File: src/design/lsu_params.svh
`ifndef LSU_PARAMS_SVH
`define LSU_PARAMS_SVH

// datapath and register file
`define LSU_XLEN      64
`define LSU_NREGS     32

// data ram depth in doublewords
`define LSU_RAM_WORDS 256

// major opcodes
`define LSU_OP_LOAD   7'b0000011
`define LSU_OP_STORE  7'b0100011
`define LSU_OP_IMM    7'b0010011

`endif

File: src/design/lsu_pkg.sv
`default_nettype none

`include "lsu_params.svh"

package lsu_pkg;

  typedef logic [`LSU_XLEN-1:0] xlen_t;
  typedef logic [4:0]           reg_addr_t;

  // addi and loads
  typedef struct packed {
    logic [11:0] imm;
    reg_addr_t   rs1;
    logic [2:0]  funct3;
    reg_addr_t   rd;
    logic [6:0]  opcode;
  } i_fmt_t;

  // stores
  typedef struct packed {
    logic [6:0]  imm_hi;
    reg_addr_t   rs2;
    reg_addr_t   rs1;
    logic [2:0]  funct3;
    logic [4:0]  imm_lo;
    logic [6:0]  opcode;
  } s_fmt_t;

  typedef union packed {
    i_fmt_t i;
    s_fmt_t s;
  } inst_u;

  typedef enum logic [1:0] {
    MEM_NONE  = 2'd0,
    MEM_LOAD  = 2'd1,
    MEM_STORE = 2'd2
  } mem_op_e;

  // matches funct3[1:0] of loads and stores
  typedef enum logic [1:0] {
    SIZE_B = 2'd0,
    SIZE_H = 2'd1,
    SIZE_W = 2'd2,
    SIZE_D = 2'd3
  } mem_size_e;

  typedef struct packed {
    reg_addr_t rd;
    logic      wr;
  } pend_t;

  typedef struct packed {
    xlen_t     base;
    xlen_t     offset;
    xlen_t     st_data;
    mem_op_e   mem_op;
    mem_size_e size;
    logic      uns;
    reg_addr_t rd;
    logic      wr_ena;
  } dec_to_ex_t;

  typedef struct packed {
    xlen_t     result;
    xlen_t     st_data;
    mem_op_e   mem_op;
    mem_size_e size;
    logic      uns;
    reg_addr_t rd;
    logic      wr_ena;
  } ex_to_mem_t;

  typedef struct packed {
    reg_addr_t rd;
    logic      wr_ena;
    xlen_t     data;
  } mem_to_wb_t;

endpackage

`default_nettype wire

File: src/design/wb_if.sv
`timescale 1ns/10ps
`default_nettype none

`include "lsu_params.svh"

interface wb_if;

  logic                 cyc;
  logic                 stb;
  logic                 we;
  logic [`LSU_XLEN-1:0] adr;
  logic [7:0]           sel;
  logic [`LSU_XLEN-1:0] dat_w;
  logic [`LSU_XLEN-1:0] dat_r;
  logic                 ack;

  modport master (
    output cyc, stb, we, adr, sel, dat_w,
    input  dat_r, ack
  );

  modport slave (
    input  cyc, stb, we, adr, sel, dat_w,
    output dat_r, ack
  );

endinterface

`default_nettype wire

File: src/design/mem_stage.sv
`timescale 1ns/10ps
`default_nettype none

`include "lsu_params.svh"

module mem_stage import lsu_pkg::*; (
  input  logic       clk,
  input  logic       rst,
  input  logic       in_valid,
  input  ex_to_mem_t in_bus,
  output logic       in_allowin,
  output logic       out_valid,
  output mem_to_wb_t out_bus,
  input  logic       out_allowin,
  output pend_t      pend,
  wb_if.master       wb
);

  localparam int XL = `LSU_XLEN;

  typedef enum logic [1:0] {
    IDLE = 2'd0,
    REQ  = 2'd1,
    DONE = 2'd2
  } state_e;

  logic       valid;
  ex_to_mem_t bus_r;
  state_e     state;
  xlen_t      load_data;
  logic       is_mem;
  logic       ready_go;
  logic       refresh;
  logic [7:0] size_mask;
  logic [2:0] align_mask;
  xlen_t      lane_data;
  logic [5:0] shamt;
  xlen_t      shifted;
  xlen_t      extended;

  assign is_mem     = bus_r.mem_op != MEM_NONE;
  assign ready_go   = !is_mem || (state == DONE);
  assign in_allowin = !valid || (ready_go && out_allowin);
  assign out_valid  = valid && ready_go;
  assign refresh    = in_valid && in_allowin;

  always_ff @(posedge clk) begin
    if (rst) begin
      valid <= 1'b0;
      state <= IDLE;
    end else begin
      if (in_allowin) begin
        valid <= in_valid;
      end
      // a memory op starts its request on the entry edge
      if (refresh) begin
        state <= (in_bus.mem_op != MEM_NONE) ? REQ : IDLE;
      end else if (state == REQ && wb.ack) begin
        state <= DONE;
      end else if (state == DONE && out_allowin) begin
        state <= IDLE;
      end
    end
  end

  always_ff @(posedge clk) begin
    if (refresh) begin
      bus_r <= in_bus;
    end
    if (state == REQ && wb.ack) begin
      load_data <= extended;
    end
  end

  // lane mask and replicated store data per size
  always_comb begin
    case (bus_r.size)
      SIZE_B: begin
        size_mask  = 8'h01;
        align_mask = 3'b000;
        lane_data  = {(XL/8){bus_r.st_data[7:0]}};
      end
      SIZE_H: begin
        size_mask  = 8'h03;
        align_mask = 3'b001;
        lane_data  = {(XL/16){bus_r.st_data[15:0]}};
      end
      SIZE_W: begin
        size_mask  = 8'h0f;
        align_mask = 3'b011;
        lane_data  = {(XL/32){bus_r.st_data[31:0]}};
      end
      default: begin
        size_mask  = 8'hff;
        align_mask = 3'b111;
        lane_data  = bus_r.st_data;
      end
    endcase
  end

  assign wb.cyc   = state == REQ;
  assign wb.stb   = state == REQ;
  assign wb.we    = bus_r.mem_op == MEM_STORE;
  assign wb.adr   = bus_r.result;
  assign wb.sel   = size_mask << bus_r.result[2:0];
  assign wb.dat_w = lane_data;

  // bring the addressed bytes down to bit 0
  assign shamt   = {bus_r.result[2:0], 3'b000};
  assign shifted = wb.dat_r >> shamt;

  always_comb begin
    case (bus_r.size)
      SIZE_B: extended = {{(XL-8){shifted[7] & !bus_r.uns}}, shifted[7:0]};
      SIZE_H: extended = {{(XL-16){shifted[15] & !bus_r.uns}}, shifted[15:0]};
      SIZE_W: extended = {{(XL-32){shifted[31] & !bus_r.uns}}, shifted[31:0]};
      default: extended = shifted;
    endcase
  end

  assign out_bus.rd     = bus_r.rd;
  assign out_bus.wr_ena = bus_r.wr_ena;
  assign out_bus.data   = (bus_r.mem_op == MEM_LOAD) ? load_data : bus_r.result;

  assign pend.rd = bus_r.rd;
  assign pend.wr = valid && bus_r.wr_ena;

  a_aligned: assert property (
    @(posedge clk) disable iff (rst)
    valid && is_mem |-> (bus_r.result[2:0] & align_mask) == 3'b000
  );

  // request stays up with stb inside cyc until the ack
  a_hold_until_ack: assert property (
    @(posedge clk) disable iff (rst)
    wb.cyc && !wb.ack |=> wb.cyc && wb.stb
  );

endmodule

`default_nettype wire

File: src/flat_wrapper.sv
// flat-port wrapper written by rule: the top's interface ports become plain ports
module mem_stage_flat import lsu_pkg::*;
  (clk, rst, in_valid, in_bus, in_allowin, out_valid, out_bus, out_allowin, pend, wb_cyc, wb_stb, wb_we, wb_adr, wb_sel, wb_dat_w, wb_dat_r, wb_ack);
  wb_if wb_i ();
  input  logic clk;
  input  logic rst;
  input  logic in_valid;
  input  ex_to_mem_t in_bus;
  output logic in_allowin;
  output logic out_valid;
  output mem_to_wb_t out_bus;
  input  logic out_allowin;
  output pend_t pend;
  output wire logic [$bits(wb_i.cyc)-1:0] wb_cyc;
  output wire logic [$bits(wb_i.stb)-1:0] wb_stb;
  output wire logic [$bits(wb_i.we)-1:0] wb_we;
  output wire logic [$bits(wb_i.adr)-1:0] wb_adr;
  output wire logic [$bits(wb_i.sel)-1:0] wb_sel;
  output wire logic [$bits(wb_i.dat_w)-1:0] wb_dat_w;
  input wire logic [$bits(wb_i.dat_r)-1:0] wb_dat_r;
  input wire logic [$bits(wb_i.ack)-1:0] wb_ack;
  assign wb_cyc = wb_i.cyc;
  assign wb_stb = wb_i.stb;
  assign wb_we = wb_i.we;
  assign wb_adr = wb_i.adr;
  assign wb_sel = wb_i.sel;
  assign wb_dat_w = wb_i.dat_w;
  assign wb_i.dat_r = wb_dat_r;
  assign wb_i.ack = wb_ack;
  mem_stage u_core (.clk(clk), .rst(rst), .in_valid(in_valid), .in_bus(in_bus), .in_allowin(in_allowin), .out_valid(out_valid), .out_bus(out_bus), .out_allowin(out_allowin), .pend(pend), .wb(wb_i));
endmodule
File: config.mk
export PLATFORM = sky130hd
export DESIGN_NAME = mem_stage_flat
export DESIGN_NICKNAME = d
export VERILOG_FILES = /design/src/design/lsu_pkg.sv /design/src/design/wb_if.sv /design/src/design/mem_stage.sv /design/src/flat_wrapper.sv
export VERILOG_INCLUDE_DIRS = /design/src /design/src/design
export SDC_FILE = /design/constraint.sdc
export NUM_CORES = 1
export LEC_CHECK = 0
export BUFFER_PORTS_ARGS = -buffer_cell sky130_fd_sc_hd__buf_2
export CAP_MARGIN = 20
export CELL_PAD_IN_SITES_DETAIL_PLACEMENT = 1
export CELL_PAD_IN_SITES_GLOBAL_PLACEMENT = 1
export CORE_MARGIN = 2
export CORE_UTILIZATION = 35
export CTS_CLUSTER_DIAMETER = 80
export CTS_CLUSTER_SIZE = 10
export DETAILED_ROUTE_END_ITERATION = 8
export PLACE_DENSITY_LB_ADDON = 0.05
export SLEW_MARGIN = 20
export SYNTH_ARGS = -nofsm -noshare
export SYNTH_HDL_FRONTEND = slang
export SYNTH_SLANG_ARGS = --single-unit
File: constraint.sdc
create_clock -name clk -period 5.6 [get_ports clk]
set_clock_uncertainty 0.15 [all_clocks]
set_input_delay 1.4 -clock clk [delete_from_list [all_inputs] [get_ports clk]]
set_output_delay 1.4 -clock clk [all_outputs]
set_load 0.01 [all_outputs]
## Yosys cells after proc, flatten, opt, wreduce, memory -nomap -nowiden

Cells that the tools add are included.
W data, S select, Z words.

| storage, ports and cells | value |
|---|---|
| bits in registers | 206 |
| input bits | 208 |
| output and inout bits | 217 |
| word-level logic and storage cells | 44 |

| cells by class | value |
|---|---|
| eq/ne operators | 6 |
| shift operators | 2 |
| multiplexer cells | 8 |
| bitwise logic cells | 3 |
| reductions and logical operators | 15 |

Operators by type and width:

| kind | number |
|---|---|
| $pmux W64 S3 | 2 |
| $mux W64 | 1 |
| $shr A64 B6 Y64 | 1 |
| $pmux W8 S3 | 1 |
| $shl A8 B3 Y8 | 1 |
| $eq A2 B1 Y1 const B | 3 |
| $eq A2 B2 Y1 const B | 3 |
| $logic_and A1 B1 Y1 | 6 |
| $mux W2 | 3 |
| $reduce_bool A2 Y1 | 2 |
| $and A1 B1 Y1 | 3 |
| $logic_not A1 Y1 | 3 |
| $reduce_bool A3 Y1 | 1 |
| $logic_not A2 Y1 | 1 |
| $logic_or A1 B1 Y1 | 2 |
| $mux W1 | 1 |

## Longest topological paths before layout

Gate-level depths: netlist of the first run.

| logic depth | value |
|---|---|
| depth after elaboration | 7 |
| depth in mapped cells | 8 |
| mapped depth without buffers | 5 |

## Worst setup path after synthesis of the first run

Ideal clock, no wire load.

| timing | value |
|---|---|
| path type | input to register |
| start | input port out_allowin |
| end | register u_core.bus_r[10] (netlist name), enable pin |
| library setup time | 0.493 ns |
| arrival time | 4.410 ns |
| required time | 4.957 ns |
| slack | 0.548 ns |
| stages on the path | 3 |
| buffers on the path | 0 |
| path through | o21ai_0 -> a21o_1 -> inv_1 |

| on the way | value |
|---|---|
| cells in the longest elaborated chain, start to end | 3 |

RTL lines:

| item | line | text |
|---|---|---|
| from (decl) | flat_wrapper.sv:12 | `input logic out_allowin;` |
| $logic_and A1 B1 Y1 | mem_stage.sv:43 | `assign in_allowin = !valid \|\| (ready_go && out_allowin);` |
| $logic_or A1 B1 Y1 | mem_stage.sv:43 |  |
| $logic_and A1 B1 Y1 | mem_stage.sv:45 | `assign refresh = in_valid && in_allowin;` |
| net u_core.refresh | mem_stage.sv:33 | `logic refresh;` |
| to (signal assigned) | mem_stage.sv:68 | `bus_r <= in_bus;` |
| to (decl) | mem_stage.sv:28 | `ex_to_mem_t bus_r;` |

The timed path passes the listed nets, and every way through them passes these cells.
A chain may end at the register's enable or synchronous reset.

## Final worst setup path of the first run

| timing | value |
|---|---|
| start | register u_core.bus_r[8] (netlist name) |
| end | output port wb_dat_w[44] |

| on the way | value |
|---|---|
| cells in the longest elaborated chain, start to end | 2 |
| elaborated cells between the ends (all ways) | 4 |
| those cells by class | eq/ne (2); mux (1); reduce/logical (1) |

RTL lines:

| item | line | text |
|---|---|---|
| $eq A2 B2 Y1, or another cell as far along | mem_stage.sv:77 | `case (bus_r.size)` |
| $pmux W64 S3 (*) | mem_stage.sv:77 |  |
| to (decl) | flat_wrapper.sv:19 | `output wire logic [$bits(wb_i.dat_w)-1:0] wb_dat_w;` |

Every way passes the cells marked *; elsewhere a longest branch is shown, timed or not.

==> metrics.md, run 1 <==
| Metric | Value |
|---|---|
| GPL Wtd Cong | `0.7833` |
| Sequential share of the synthesized area | `55.62%` |
| Clock latency on the worst-skew pair | `0.51 ns` |
| Crit share post-route | `78.18%` |
| Largest net degree at the start of global routing | `76` |
| Worst Path Required | `4.05 ns` |
| Placement Rows | `65` |
| CTS Root Cell | `clkbuf_16` |
| Pleak | `5.611 nW` |
| Hold Fails Final Rpt | `0` |
| Non-Filler Instances | `1535` |
| Setup TNS | `0 ns` |
| Post-route cell area | `0.01346 mm2` |
| Fmax | `228.4 MHz` |
| First-pass DRT Iterations | `4` |
| Post-DP Area | `0.01280 mm2` |
| Overflow after GRT | `0` |
| Reg2reg path depth | `5` |
| Final min period | `4.378 ns` |
| Number of buffers created by CTS | `24` |
| Hold Path Class | `reg2reg` |
| Crit-path max FO | `75` |
| CTS resizes | `0` |
| Share of the synthesized area in the top cell type | `55.08%` |
| Initial antenna violation count | `10` |
| Clock tree buffer depth | `3` |
| Cells after synthesis | `808` |
| CP delay by family, top | `buffers and inverters` |
| Finish-stage setup viols | `0` |
| Syn nets | `1016` |
| Number of remaining DRC errors | `0` |
| Mean post-synth cell area | `13.70 um2` |
| Critical path's slowest cell | `buf_4` |
| Via density | `5.126` |
| Synth warn | `0` |
| Worst-path cell chain | `buf_4 > nand2_1 > buf_8 > mux2_2 > buf_2` |
| Layout Nets | `1336` |
| Gr usage total | `20.75%` |
| IO Pins | `425` |
| CP Capture Type | `output pin` |
| Post-synth EDFFs | `203` |
| Area delta synth->final | `21.64%` |
| MaxCap Viol Count | `0` |
| H-tree depth | `1` |
| Post-synth ARST share | `0%` |
| Most frequent cell after synthesis | `edfxtp_1` |
| Kind of critical path | `reg2out` |
| Vias | `7869` |
| CP Buf/Inv Count | `3` |
| Share of cells above drive strength 1 | `53.06%` |
| Chip Width | `181.8 um` |
| Critical path depth | `5` |
| ANT nets after route | `0` |
| Yosys top cell by area | `edfxtp_1` |
| RSZ-0062 raised after global routing | `false` |
| Status | `finished clean` |
| Synth Cell Area | `0.01107 mm2` |
| PortBufs | `424` |
| First-pass GRT wire length | `51980 um` |
| Synth cell types | `43` |
| Synth top cells by count | `203 x edfxtp_1, 105 x mux2_2, 94 x buf_4, 73 x mux2i_1, 39 x nand2_1` |
| PwrDens | `290.1 mW/mm2` |
| Synth top area cells | `edfxtp_1 55%, mux2_2 11%, mux2i_1 6.6%, buf_4 6.4%, mux4_2 3.9%` |
| Initial Util | `35.35%` |
| Worst Tran Pin Value | `0.9128 ns` |
| Primary FF master, synth | `edfxtp_1` |
| Worst path arrival time | `2.83 ns` |
| Vias in the first global route | `8278` |
| Hpwl dp | `25600 um` |
| Detailed router's first-iteration violation count | `356` |
| Peak VDD IR | `231.3 uV` |
| Wirelength per Cell | `22.96 um` |
| TritonCTS clock tree | `yes` |
| Die ar. | `0.03306 mm2` |
| Critical Path Max Stage Delay | `0.64 ns` |
| Final wirelength | `35250 um` |
| Die H | `181.8 um` |
| Placed cell count | `1503` |
| Slew headroom | `39.14%` |
| Register clock-pin slew on the reported worst setup and hold paths | `0.05 ns` |
| Clock Sinks | `206` |
| Hold_buf cts | `0` |
| Startpoint type of the worst setup path | `flop` |
| Yosys reg bits | `206` |
| Max Slew Vio Count | `0` |
| Worst hold stages | `2` |
| Setup repair bufs after CTS | `0` |
| Core box area | `0.03131 mm2` |
[worst register-to-register path: stages, from the launching register on]
cell       delay [ns]
edfxtp_1         0.36
buf_4            0.64
nand2_1          0.57
nor2_2           0.80
nand2_1          0.45
o2111ai_1        0.34
[layout by cell type (no fill, tap or decap), drive strengths merged, types with 2 or more instances in the layout]
master and count:
diode 4, nor2b 14, mux2 105, a22oi 3, edfxtp 203, a211oi 12, nand2b 3, o21a 2
o2111ai 8, buf 441, a21o 2, o2bb2ai 21, nor2 22, dfxtp 3, mux2i 73, nand4 27
clkbuf 26, nand3 20, nand2 39, nor3b 2, a21oi 26, o21ai 20, o211ai 8, nor3 4
inv 13, mux4 22
[state kept, by name, indices dropped and copies added, names as in the netlist]
signal,flops
u_core.out_bus,6
u_core.load_data,64
u_core.bus_r,69
u_core.valid,1
u_core.state,2
u_core.wb.adr,64
[per-stage QoR]
stage / total power, W / setup WS (ns) / utilization [%] / hold slack, ns
after floorplan: 0.002316 / 0.5477 / - / 0.3046
after global placement: 0.002560 / 1.503 / 40.89 / 0.3306
after detailed placement: 0.002568 / 1.461 / 40.89 / 0.3319
after CTS: 0.003971 / 0.9057 / 42.92 / 0.3450
after global routing: 0.004081 / 1.021 / 42.99 / 0.3616
final: 0.003906 / 1.222 / 43.00 / 0.3383
[path summary, 6_finish.rpt]
| check | start | slack [ns] | endpoint |
|---|---|---|---|
| worst max-delay path | u_core.bus_r[8]$_DFFE_PP_ | 1.22 | wb_dat_w[44] |
| worst min-delay path | u_core.state[0]$_SDFFE_PP0P_ | 0.34 | u_core.state[0]$_SDFFE_PP0P_ |
| worst min register to register | u_core.state[0]$_SDFFE_PP0P_ | 0.34 | u_core.state[0]$_SDFFE_PP0P_ |
| worst max register to register | u_core.bus_r[8]$_DFFE_PP_ | 2.12 | u_core.load_data[55]$_DFFE_PP_ |
[layer usage]
metal	up-vias	share of wire [%]	track usage, %
li1	3643	-	-
met1	3845	40	25.22
met2	316	50	36.48
met5	-	0.29	0
met4	14	2.0	5.106
met3	51	8.0	5.716
[layout make-up]
| type | count | area, um2 |
|---|---|---|
| timing repair buffer | 441 | 2270 |
| inverter | 13 | 53.80 |
| fill | 3358 | 17850 |
| multi-input combinational | 442 | 3836 |
| clock inverter | 1 | 5.005 |
| tap | 402 | 503.0 |
| antenna | 4 | 10.01 |
| clock buffer | 26 | 629.4 |
| sequential | 206 | 6156 |
[power breakdown]
group	total [W]	internal (W)	switching, W
logic	0.000669	0.000298	0.000371
clock network	0.00138	0.000783	0.000597
registers	0.00186	0.00181	0.0000457
[logic make-up (layout without fill, tap and decap cells)]
group / Yosys count / in the layout / synth area share [%]
mux: 200 / 200 / 21.86
simple gates: 135 / 135 / 6.116
flops: 206 / 206 / 55.62
compound gates: 107 / 107 / 6.613
buf+inv: 160 / 481 / 9.790
other cells: 0 / 4 / 0
No activity file was read; power rests on OpenSTA's default activity.
==> run 2: changes to the inputs <==
ABC_AREA = 1   (was unset)
CORE_UTILIZATION = 33   (was 35)
clock period = 3.5 ns   (was 5.6 ns; I/O delays follow)
==> metrics.md, run 2 <==
| Metric | Value |
|---|---|
| Wirelength per Cell | `21.05 um (-8.4%)` |
| CP delay by family, top | `buffers and inverters` |
| Number of remaining DRC errors | `0 (unchanged)` |
| Setup repair bufs after CTS | `0 (unchanged)` |
| Critical path's slowest cell | `clkinv_1` |
| Worst Tran Pin Value | `0.6895 ns (-0.2234 ns)` |
| Finish-stage setup viols | `0 (unchanged)` |
| Max Slew Vio Count | `0 (unchanged)` |
| Worst Path Required | `2.47 ns (-1.58 ns)` |
| Gr usage total | `22.08% (+1.3 points)` |
| Max reg flops | `69 (unchanged)` |
| RSZ-0062 raised after global routing | `false` |
| Via density | `4.858 (-5.2%)` |
| IO Pins | `425 (unchanged)` |
| CP Capture Type | `output pin` |
| Pwr Total | `0.006431 W (+65%)` |
| First-pass GRT wire length | `56530 um (+8.7%)` |
| Commonest non-fill, non-tap cell in the layout | `buf_2` |
| Post-synth ARST share | `0% (unchanged)` |
| Worst-path cell chain | `clkinv_1 > o21ai_0 > buf_2` |
| Synth cell types | `31 (-28%)` |
| Core box area | `0.03245 mm2 (+3.6%)` |
| Fmax | `303.6 MHz` |
| Number of buffers created by CTS | `24 (unchanged)` |
| Hold_buf cts | `0 (unchanged)` |
| Cells after synthesis | `1081 (+34%)` |
| Slew headroom | `54.03% (+15 points)` |
| PortBufs | `424 (unchanged)` |
| Layout Nets | `1613 (+21%)` |
| PwrDens | `474.5 mW/mm2 (+64%)` |
| Area delta synth->final | `24.88%` |
| CP Buf/Inv Count | `2 (-1)` |
| Syn nets | `1289 (+27%)` |
| Kind of critical path | `reg2out` |
| Share of the synthesized area in the top cell type | `56.17% (+1.1 points)` |
| Yosys reg bits | `206 (unchanged)` |
| Status | `finished clean` |
| ANT nets after route | `0 (unchanged)` |
| Final min period | `3.294 ns` |
| Primary FF master, synth | `edfxtp_1` |
| Final wirelength | `39210 um (+11%)` |
| CTS Root Cell | `clkbuf_16` |
| CTS resizes | `0 (unchanged)` |
| Hold Slack | `0.3643 ns (+0.02596 ns)` |
| Most frequent cell after synthesis | `nand2_1` |
| Detailed router's first-iteration violation count | `377 (+5.9%)` |
| H-tree depth | `1 (unchanged)` |
| Pleak | `6.034 nW (+7.6%)` |
| Mean post-synth cell area | `10.04 um2 (-27%)` |
| Setup ws final | `0.2059 ns (-1.016 ns)` |
| Hold Fails Final Rpt | `0 (unchanged)` |
| Peak VDD IR | `342.9 uV (+48%)` |
| First-pass DRT Iterations | `4 (unchanged)` |
| Placement Rows | `66 (+1.5%)` |
| Synth Cell Area | `0.01085 mm2 (-2.0%)` |
| Commonest non-fill, non-tap cells in the layout | `424 x buf_2, 233 x nand2_1, 203 x edfxtp_1, 94 x nand3_1, 71 x o21ai_0` |
| Overflow after GRT | `0 (unchanged)` |
| Clock latency on the worst-skew pair | `0.53 ns (+0.02 ns)` |
| Critical Path Max Stage Delay | `0.59 ns (-0.05 ns)` |
| Worst path arrival time | `2.27 ns (-0.56 ns)` |
| TritonCTS clock tree | `yes` |
| Synth top cells by count | `237 x nand2_1, 203 x edfxtp_1, 94 x nand3_1, 91 x buf_4` |
| Die ar. | `0.03435 mm2 (+3.9%)` |
| Chip Width | `185.3 um (+1.9%)` |
| Hold Path Class | `in2reg` |
| Clock tree buffer depth | `3 (unchanged)` |
| Register clock-pin slew on the reported worst setup and hold paths | `0.06 ns (about the same)` |
| Sequential share of the synthesized area | `56.73% (+1.1 points)` |
| Crit share post-route | `94.12%` |
| Post-synth EDFFs | `203 (unchanged)` |
| Initial antenna violation count | `15 (+5)` |
| Reg with most FFs | `u_core.bus_r` |
| Vias in the first global route | `9124 (+10%)` |
| Die H | `185.3 um (+1.9%)` |
| Hpwl dp | `29760 um (+16%)` |
| MaxCap Viol Count | `0 (unchanged)` |
| Synth top area cells | `edfxtp_1 56%, nand2_1 8.2%, mux2_2 6.5%, buf_4 6.3%, nand3_1 4.3%` |
| Largest net degree at the start of global routing | `90 (+18%)` |
| Setup TNS | `0 ns (unchanged)` |
| Startpoint type of the worst setup path | `flop` |
| GPL Wtd Cong | `0.8035 (+2.6%)` |
| Clock Sinks | `206 (unchanged)` |
| Vias | `9050 (+15%)` |
| Synth warn | `0 (unchanged)` |
| Crit-path max FO | `19 (-75%)` |
| Share of cells above drive strength 1 | `39.55% (-14 points)` |
| Initial Util | `33.44% (-1.9 points)` |
| Yosys top cell by area | `edfxtp_1` |
| DP Worst Slack | `0.7325 ns (-0.7281 ns)` |
[run 2: routing by layer]
layer	track usage (%)	share of wire (%)	up-vias
met1	26.78	41	4322
li1	-	-	4337
met4	5.651	2.3	20
met5	0	0.33	-
met2	38.69	49	311
met3	5.938	7.2	60
[run 2: kinds of logic after synthesis]
group / count (synthesis) / synth area share [%]
mux: 67 / 6.907
compound gates: 138 / 7.471
buf+inv: 224 / 11.28
flops: 206 / 56.73
simple gates: 446 / 17.62
[run 2: worst paths after layout]
| path | startpoint | endpoint | slack [ns] | cells after the start |
|---|---|---|---|---|
| max | u_core.wb.adr[2]$_DFFE_PP_ | wb_sel[6] | 0.21 | 3 |
| max reg2reg | u_core.wb.adr[2]$_DFFE_PP_ | u_core.load_data[31]$_DFFE_PP_ | 0.98 | 7 |
| min reg2reg | u_core.valid$_SDFFE_PP0P_ | u_core.valid$_SDFFE_PP0P_ | 0.39 | 2 |
| min | in_bus[39] | u_core.bus_r[39]$_DFFE_PP_ | 0.36 | 1 |
[run 2: per-stage QoR]
| step | cell area (um2) | util, % | cells |
|---|---|---|---|
| floorplan | 10890 | - | 1081 |
| global placement | 12870 | 39.65 | 1821 |
| detailed placement | 12870 | 39.65 | 1821 |
| CTS | 13540 | 41.72 | 1858 |
| global route | 13540 | 41.73 | 1860 |
| finish | 13550 | 41.76 | 1863 |
[run 2: where the power goes]
part	internal [W]	switching, W	leakage (nW)
Sequential	0.00291	0.0000657	1.94
Clock	0.00129	0.00100	0.325
Combinational	0.000445	0.000721	3.77
Total	0.00464	0.00179	6.03
[run 2: cell type report]
class / instances / area [um2]
diodes: 5 / 12.51
flip-flops and latches: 206 / 6156
well taps: 442 / 553.0
multi-input cells: 651 / 3513
clock buffers: 36 / 666.9
fillers: 3793 / 18900
inverters: 71 / 270.3
repair buffers: 451 / 2375
clock inverters: 1 / 5.005
==> run 3: changes to the inputs <==
HOLD_SLACK_MARGIN = 0.02   (was unset)
RECOVER_POWER = 100   (was unset)
==> metrics.md, run 3 (synthesis gave the netlist of run 2 again) <==
| Metric | Value |
|---|---|
| Crit share post-route | `95.91% (+1.8 points)` |
| Area delta synth->final | `21.90%` |
| First-pass DRT Iterations | `4 (unchanged)` |
| Commonest non-fill, non-tap cells in the layout | `235 x nand2_1, 222 x buf_2, 203 x edfxtp_1, 199 x clkbuf_1, 94 x nand3_1` |
| Die ar. | `0.03435 mm2 (unchanged)` |
| Slew headroom | `10.68% (-43 points)` |
| Hold Path Class | `in2reg` |
| GPL Wtd Cong | `0.8035 (unchanged)` |
| Kind of critical path | `reg2out` |
| Finish-stage setup viols | `0 (unchanged)` |
| Detailed router's first-iteration violation count | `380 (+0.80%)` |
| Clock Sinks | `206 (unchanged)` |
| Initial Util | `33.44% (unchanged)` |
| CP Capture Type | `output pin` |
| Switch Pwr | `0.001792 W (+0.27%)` |
| Worst Path Required | `2.47 ns (about the same)` |
| Switching Share | `28.07% (+0.29 points)` |
| Non-Filler Instances | `1863 (unchanged)` |
| Placed cell count | `1821 (unchanged)` |
| ANT nets after route | `0 (unchanged)` |
| First-pass GRT wire length | `56530 um (unchanged)` |
| MaxCap Viol Count | `0 (unchanged)` |
| DP Worst Slack | `0.7325 ns (unchanged)` |
| Max reg flops | `69 (unchanged)` |
| Setup TNS | `0 ns (unchanged)` |
| Setup ws final | `0.1431 ns (-0.06279 ns)` |
| Post-DP Area | `0.01287 mm2 (unchanged)` |
| Max Slew Vio Count | `0 (unchanged)` |
| Clock tree buffer depth | `3 (unchanged)` |
| Chip Width | `185.3 um (unchanged)` |
| Vias | `9052 (+0.022%)` |
| Startpoint type of the worst setup path | `flop` |
| Sequential cell fraction of total power | `46.6% (+0.4 points)` |
| Post-layout util | `40.76% (-1.0 points)` |
| Reg area | `0.006156 mm2 (unchanged)` |
| PwrDens | `482.5 mW/mm2 (+1.7%)` |
| H-tree depth | `1 (unchanged)` |
| Setup repair bufs after CTS | `0 (unchanged)` |
| Core box area | `0.03245 mm2 (unchanged)` |
| Post-route cell area | `0.01323 mm2 (-2.4%)` |
| Placement Rows | `66 (unchanged)` |
| Share of cells above drive strength 1 | `25.92% (-14 points)` |
| Clock latency on the worst-skew pair | `0.53 ns (about the same)` |
| Number of remaining DRC errors | `0 (unchanged)` |
| Layout Nets | `1613 (unchanged)` |
| Crit-path max FO | `36 (+17)` |
| Area occupied by multi-input gates | `0.003493 mm2 (-0.57%)` |
| Wirelength per Cell | `21.05 um (about the same)` |
| Gr usage total | `22.08% (unchanged)` |
| TritonCTS clock tree | `yes` |
| Commonest non-fill, non-tap cell in the layout | `nand2_1` |
| RSZ-0062 raised after global routing | `false` |
| Register clock-pin slew on the reported worst setup and hold paths | `0.07 ns (about the same)` |
| CTS Root Cell | `clkbuf_16` |
| Final wirelength | `39220 um (about the same)` |
| Status | `finished clean` |
| Die H | `185.3 um (unchanged)` |
| PortBufs | `424 (unchanged)` |
| Total internal power | `0.004591 W (-1.1%)` |
| Fill cells | `3843 (+1.3%)` |
| Via density | `4.859 (about the same)` |
| Peak VDD IR | `342.0 uV (-0.27%)` |
| Hold_buf cts | `0 (unchanged)` |
| Clock share of power | `36.0% (+0.3 points)` |
| Worst Tran Pin Value | `1.340 ns (+0.6503 ns)` |
| Overflow after GRT | `0 (unchanged)` |
| Logic pwr share | `17.3% (-0.8 points)` |
| IO Pins | `425 (unchanged)` |
| Hpwl dp | `29760 um (unchanged)` |
| Hold Fails Final Rpt | `0 (unchanged)` |
| CTS resizes | `0 (unchanged)` |
| Fmax | `297.9 MHz (-1.9%)` |
| Number of buffers created by CTS | `24 (unchanged)` |
| Pleak | `5.477 nW (-9.2%)` |
| Largest net degree at the start of global routing | `90 (unchanged)` |
| Worst path arrival time | `2.33 ns (+0.06 ns)` |
| Final min period | `3.357 ns (+0.06279 ns)` |
| Initial antenna violation count | `15 (unchanged)` |
| Vias in the first global route | `9124 (unchanged)` |
| Reg with most FFs | `u_core.bus_r` |
## run 3: layer usage
layer,vias to the layer above,track usage [%],routed length [um]
met5,-,0,137
met2,304,38.69,19480
met4,20,5.651,892
met1,4331,26.78,15880
met3,60,5.938,2832
li1,4337,-,-
## run 3: cell type report
| type | instances | area share, % |
|---|---|---|
| Sequential cell | 206 | 46.54 |
| Antenna cell | 5 | 0.09459 |
| Inverter | 71 | 2.043 |
| Multi-Input combinational cell | 651 | 26.41 |
| Tap cell | 442 | 4.181 |
| Clock inverter | 1 | 0.03784 |
| Clock buffer | 36 | 5.042 |
| Timing Repair Buffer | 451 | 15.65 |
## run 3: worst max-delay path: stages (launching register included)
cell	delay, ns
edfxtp_1	0.49
inv_2	0.31
clkbuf_2	0.67
a21oi_1	0.14
clkbuf_2	0.17
## run 3: final timing paths
path,startpoint,end,slack (ns),depth (start not counted)
max reg2reg,u_core.wb.adr[2]$_DFFE_PP_,u_core.load_data[60]$_DFFE_PP_,0.47,6
max,u_core.wb.adr[0]$_DFFE_PP_,out_bus[0],0.14,4
min,in_bus[32],u_core.bus_r[32]$_DFFE_PP_,0.36,1
min reg2reg,u_core.valid$_SDFFE_PP0P_,u_core.valid$_SDFFE_PP0P_,0.42,2
## run 3: power groups by stage
stage	registers, W	logic, W	clock network [W]
finish	0.00298	0.00111	0.00230
floorplan	0.00300	0.000720	0
global placement	0.00302	0.00117	0
CTS	0.00297	0.00118	0.00237
global route	0.00299	0.00123	0.00245
detailed placement	0.00302	0.00118	0
## run 3: per-stage QoR
stage	hold WS [ns]	total power [W]
finish	0.3631	0.006382
global route	0.3478	0.006668
CTS	0.3359	0.006530
detailed placement	0.3788	0.004204
global placement	0.3822	0.004187
floorplan	0.3729	0.003720
